`src/hdl/rwPkg.sv`:
```
package rwPkg;

        // ************************************************
        // Sizes
        // ************************************************

        localparam int dataWidth = 32;
        localparam int numGlobals = 8;
        localparam int numWindows = 4;
        localparam int bankSize = 8;

        // Bits that pick a register inside one bank
        localparam int bankBits = $clog2(bankSize);

        // Logical register numbers seen by the program
        localparam int logAddrBits = 5;
        localparam int numLogical = 2 ** logAddrBits;

        // ************************************************
        // Physical layout
        // ************************************************

        // Globals first, then all out banks, then all local banks
        localparam int outBase = numGlobals;
        localparam int localBase = outBase + numWindows * bankSize;
        localparam int numPhys = localBase + numWindows * bankSize;

        localparam int physAddrBits = $clog2(numPhys);
        localparam int winBits = $clog2(numWindows);

        // Upper two bits of a logical number select its region
        localparam logic [1:0] regionGlobal = 2'd0;
        localparam logic [1:0] regionOut = 2'd1;
        localparam logic [1:0] regionLocal = 2'd2;
        localparam logic [1:0] regionIn = 2'd3;

        // ************************************************
        // Types
        // ************************************************

        typedef logic [dataWidth-1:0] data_t;

        typedef logic [logAddrBits-1:0] logAddr_t;

        typedef logic [physAddrBits-1:0] physAddr_t;

        typedef logic [winBits-1:0] window_t;

        // One bit per physical register
        typedef logic [numPhys-1:0] clrMask_t;

endpackage

```
`src/hdl/regFileIf.sv`:
```
`timescale 1ns/100ps

interface regFileIf;

        import rwPkg::*;

        // Physical read addresses and the data coming back
        physAddr_t rdAddrA;
        physAddr_t rdAddrB;
        data_t     rdDataA;
        data_t     rdDataB;

        // Single write port
        physAddr_t wrAddr;
        logic      wrEn;
        data_t     wrData;

        // Registers to zero on the next edge
        clrMask_t  clrMask;

        // Address side, owned by the window logic
        modport translator
        (
                output rdAddrA,
                output rdAddrB,
                output wrAddr,
                output wrEn,
                output wrData,
                output clrMask,
                input  rdDataA,
                input  rdDataB
        );

        // Register array side
        modport storage
        (
                input  rdAddrA,
                input  rdAddrB,
                input  wrAddr,
                input  wrEn,
                input  wrData,
                input  clrMask,
                output rdDataA,
                output rdDataB
        );

endinterface

```
`src/hdl/windowTranslator.sv`:
```
`timescale 1ns/100ps

module windowTranslator
(
        input  rwPkg::logAddr_t sa,
        input  rwPkg::logAddr_t sb,
        input  rwPkg::logAddr_t loadSelect,
        input  rwPkg::window_t  cwp,
        input  logic            loadEnable,
        input  logic            clearEnable,
        input  rwPkg::data_t    portC,
        output rwPkg::data_t    portA,
        output rwPkg::data_t    portB,
        regFileIf.translator    rf
);

        import rwPkg::*;

        clrMask_t clrMask;

        // ************************************************
        // Logical to physical mapping
        // ************************************************

        // Ins of window w live in the out bank of window w+1
        function automatic physAddr_t mapAddr(input logAddr_t logAddr, input window_t win);
                window_t   nextWin;
                physAddr_t offset;
                physAddr_t outBank;
                physAddr_t localBank;
                physAddr_t inBank;
                physAddr_t result;

                nextWin = window_t'(win + 1'b1);
                offset = physAddr_t'(logAddr[bankBits-1:0]);

                outBank = physAddr_t'(outBase) + physAddr_t'(win) * physAddr_t'(bankSize);
                localBank = physAddr_t'(localBase) + physAddr_t'(win) * physAddr_t'(bankSize);
                inBank = physAddr_t'(outBase) + physAddr_t'(nextWin) * physAddr_t'(bankSize);

                case (logAddr[logAddrBits-1:bankBits])
                        regionGlobal:
                                result = physAddr_t'(logAddr);
                        regionOut:
                                result = outBank + offset;
                        regionLocal:
                                result = localBank + offset;
                        regionIn:
                                result = inBank + offset;
                        default:
                                result = '0;
                endcase

                return result;
        endfunction

        // ************************************************
        // Read ports
        // ************************************************

        assign rf.rdAddrA = mapAddr(sa, cwp);
        assign rf.rdAddrB = mapAddr(sb, cwp);

        // %g0 is hardwired to zero
        assign portA = (sa == '0) ? '0 : rf.rdDataA;
        assign portB = (sb == '0) ? '0 : rf.rdDataB;

        // ************************************************
        // Write port
        // ************************************************

        assign rf.wrAddr = mapAddr(loadSelect, cwp);
        assign rf.wrData = portC;

        // Drop writes aimed at logical 0
        assign rf.wrEn = loadEnable && (loadSelect != '0);

        // ************************************************
        // Clear mask
        // ************************************************

        // Every register visible from the current window,
        // i.e. globals, outs, locals and ins
        always_comb
        begin
                clrMask = '0;
                if (clearEnable)
                begin
                        for (int i = 0; i < numLogical; i++)
                        begin
                                clrMask[mapAddr(logAddr_t'(i), cwp)] = 1'b1;
                        end
                end
        end

        assign rf.clrMask = clrMask;

        // Mapped addresses must land inside the physical array
        always_comb
        begin
                assert final (rf.rdAddrA < numPhys && rf.rdAddrB < numPhys
                        && rf.wrAddr < numPhys)
                else
                        $error("windowTranslator: physical address out of range");
        end

endmodule

```
`src/flat_wrapper.sv`:
```
// flat-port wrapper written by rule: the top's interface ports become plain ports
module windowTranslator_flat import rwPkg::*;
  (sa, sb, loadSelect, cwp, loadEnable, clearEnable, portC, portA, portB, rf_rdAddrA, rf_rdAddrB, rf_wrAddr, rf_wrEn, rf_wrData, rf_clrMask, rf_rdDataA, rf_rdDataB);
  regFileIf rf_i ();
  input  rwPkg::logAddr_t sa;
  input  rwPkg::logAddr_t sb;
  input  rwPkg::logAddr_t loadSelect;
  input  rwPkg::window_t cwp;
  input  logic loadEnable;
  input  logic clearEnable;
  input  rwPkg::data_t portC;
  output rwPkg::data_t portA;
  output rwPkg::data_t portB;
  output wire logic [$bits(rf_i.rdAddrA)-1:0] rf_rdAddrA;
  output wire logic [$bits(rf_i.rdAddrB)-1:0] rf_rdAddrB;
  output wire logic [$bits(rf_i.wrAddr)-1:0] rf_wrAddr;
  output wire logic [$bits(rf_i.wrEn)-1:0] rf_wrEn;
  output wire logic [$bits(rf_i.wrData)-1:0] rf_wrData;
  output wire logic [$bits(rf_i.clrMask)-1:0] rf_clrMask;
  input wire logic [$bits(rf_i.rdDataA)-1:0] rf_rdDataA;
  input wire logic [$bits(rf_i.rdDataB)-1:0] rf_rdDataB;
  assign rf_rdAddrA = rf_i.rdAddrA;
  assign rf_rdAddrB = rf_i.rdAddrB;
  assign rf_wrAddr = rf_i.wrAddr;
  assign rf_wrEn = rf_i.wrEn;
  assign rf_wrData = rf_i.wrData;
  assign rf_clrMask = rf_i.clrMask;
  assign rf_i.rdDataA = rf_rdDataA;
  assign rf_i.rdDataB = rf_rdDataB;
  windowTranslator u_core (.sa(sa), .sb(sb), .loadSelect(loadSelect), .cwp(cwp), .loadEnable(loadEnable), .clearEnable(clearEnable), .portC(portC), .portA(portA), .portB(portB), .rf(rf_i));
endmodule
```
`config.mk`:
```
export PLATFORM = sky130hd
export DESIGN_NAME = windowTranslator_flat
export DESIGN_NICKNAME = d
export VERILOG_FILES = /design/src/hdl/rwPkg.sv /design/src/hdl/regFileIf.sv /design/src/hdl/windowTranslator.sv /design/src/flat_wrapper.sv
export SDC_FILE = /design/constraint.sdc
export NUM_CORES = 1
export LEC_CHECK = 0
export BUFFER_PORTS_ARGS = -buffer_cell sky130_fd_sc_hd__buf_2
export CORE_AREA = 10 10 109 111
export DETAILED_ROUTE_END_ITERATION = 10
export DIE_AREA = 0 0 119 121
export PLACE_DENSITY_LB_ADDON = 0.12
export SLEW_MARGIN = 20
export SYNTH_ARGS = -nofsm -noshare
export SYNTH_HDL_FRONTEND = slang
export SYNTH_SLANG_ARGS = --single-unit
```
`constraint.sdc`:
```
create_clock -name vclk -period 5.38
set_input_delay 1.076 -clock vclk [all_inputs]
set_output_delay 1.076 -clock vclk [all_outputs]
set_load 0.005 [all_outputs]
```
==> impl_metrics.toml <==
[cells_and_area]
nClkBuffers = 0
num_antenna_cells = 0
fill_cells = 1133
nFlopsAndLatches = 0
drive_gt1_share_pct = 69.4
syn_to_final_growth_pct = 30.3
final_core_utilization_pct = 22.6
register_area_um2 = 0
final_net_count = 482
multiInputGateArea_um2 = 785

[global_routing]
grt_util_met3_pct = 4.47
antenna_found_initial = 0
grt_max_degree = 33
grt_pass1_wl_um = 11400
grt_pass1_vias = 1874
grt-busiest-layer = "met2"
met2_usage_pct = 18.6
grt_usage_pct = 9.53
grt-ovfl-total = 0
use_met1_pct = 9.26

[synth]
yosys.area.top_type_share_pct = 47.2
yosys_warnings = 0
seq_area_frac_synth_pct = 0
yosys.area.top_type = "buf_4"
synth.most_common_cell = "buf_4"
synthCells = 233
synth_fp_nets = 353
ys_types = 20
synth.avg_cell_area_um2 = 7.17
synth_common_cells = "105 x buf_4, 61 x nor2b_1, 9 x nand2_1, 6 x and2_1, 6 x buf_6"
synthTopCellsByArea = "buf_4 47%, nor2b_1 23%, buf_6 4.0%"
synth_area_um2 = 1670

[worst_setup_path]
crit_arrival_ns = 2.72
crit_path_start_kind = "primary input"
critPathCaptureType = "output pin"
timing_worst_setup_path_type = "in -> out"
cp.required_ns = 4.30
crit_fanout = 32

[floorplanning]
die-area_um2 = 14400
start_util_pct = 17.3
ioPinCount = 305
core_area_um2 = 9640
fp.dieW_um = 119
die_h_um = 121
row_count = 36

[sta]
drv_slew = 0
slew_headroom_pct = 57.9
tightestPinTransition_ns = 0.630
rsz0062_at_grt = "false"
fin_crit_ns = 3.79
max_freq_mhz = 264
setup_violations = 0
hold_viol_final = 0
setup_ws_ns = 1.59
setup_tns_ns = 0
whs_ns = 2.15
finalCritPeriodShare_pct = 70.5

[worst_hold_path]
holdCritPathClass = "in -> out"

[clock_tree]
post_cts_resized = 0
cts_setup_buffers = 0
ctsHoldBuffers = 0

[routing]
drtIter0Drc = 61
routed_via_density = 3.60
drcViolationCount = 0
drt_pre_antenna_iters = 4
ant_nets = 0
vias = 1773
routed_wl_um = 7880
wl_per_cell_um = 16.0

[job]
drv_cap = 0

[power_and_ir_drop]
total_power_uw = 172
powerDensity_nw_per_um2 = 78.8
peakVddDrop_v = 0.0000179
leakage_nw = 1.38

[placement]
port_buffers = 241
place_ws_ns = 1.57
gp_congestion = 0.692
dp_hpwl_um = 7190

[outcome]
outcome = "finished clean"
-- power breakdown --
part | switching, mW | internal (mW) | total, mW
registers | 0 | 0 | 0
logic | 0.0812 | 0.0903 | 0.172
clock network | 0 | 0 | 0
-- per-stage QoR --
step	area, um^2	instances
final	2180	493
after global routing	2180	493
after CTS	2180	493
after detailed placement	2180	493
after global placement	2180	493
after floorplan	1670	233
-- metal layers --
layer	up-vias	routed length, um
met1	745	2760
met4	0	53
met2	133	4120
met3	12	949
li1	883	-
met5	-	0
-- final timing paths --
| kind | from | to | cells past startpoint | slack [ns] |
|---|---|---|---|---|
| worst max-delay path | sa[3] | portA[12] | 5 | 1.59 |
| worst min-delay path | portC[0] | rf_wrData[0] | 0 | 2.15 |
-- layout make-up --
type	instances	area share, %
Timing Repair Buffer	241	55.4
Multi-Input combinational cell	114	36.1
Tap cell	133	7.65
Inverter	5	0.863
-- placed cells by master (no fill, tap or decap), drive strengths merged, types with 2 or more instances in the layout --
cell type / count
and2: 6
and2b: 4
and3: 3
buf: 241
ha: 5
inv: 5
nand2: 9
nand3b: 3
nor2: 2
nor2b: 61
o211ai: 3
o21a: 2
o21ai: 3
o221a: 3
o311ai: 3
or4: 3
xor2: 3
-- critical path, cell delays in order --
cell,delay [ns]
buf_2,0.15
or4_1,0.58
nor2_4,0.51
and2b_2,0.28
buf_2,0.12
-- cell families after synthesis --
logic type | count (synthesis) | synth area share (%)
buffers and inverters | 119 | 53.0
and+or+nand+nor | 91 | 34.4
AOI/OAI and AO/OA | 14 | 6.74
adders and majority gates | 5 | 3.75
xor gates and xnor gates | 4 | 2.10
Note: power is estimated with default switching activity, not from simulation.
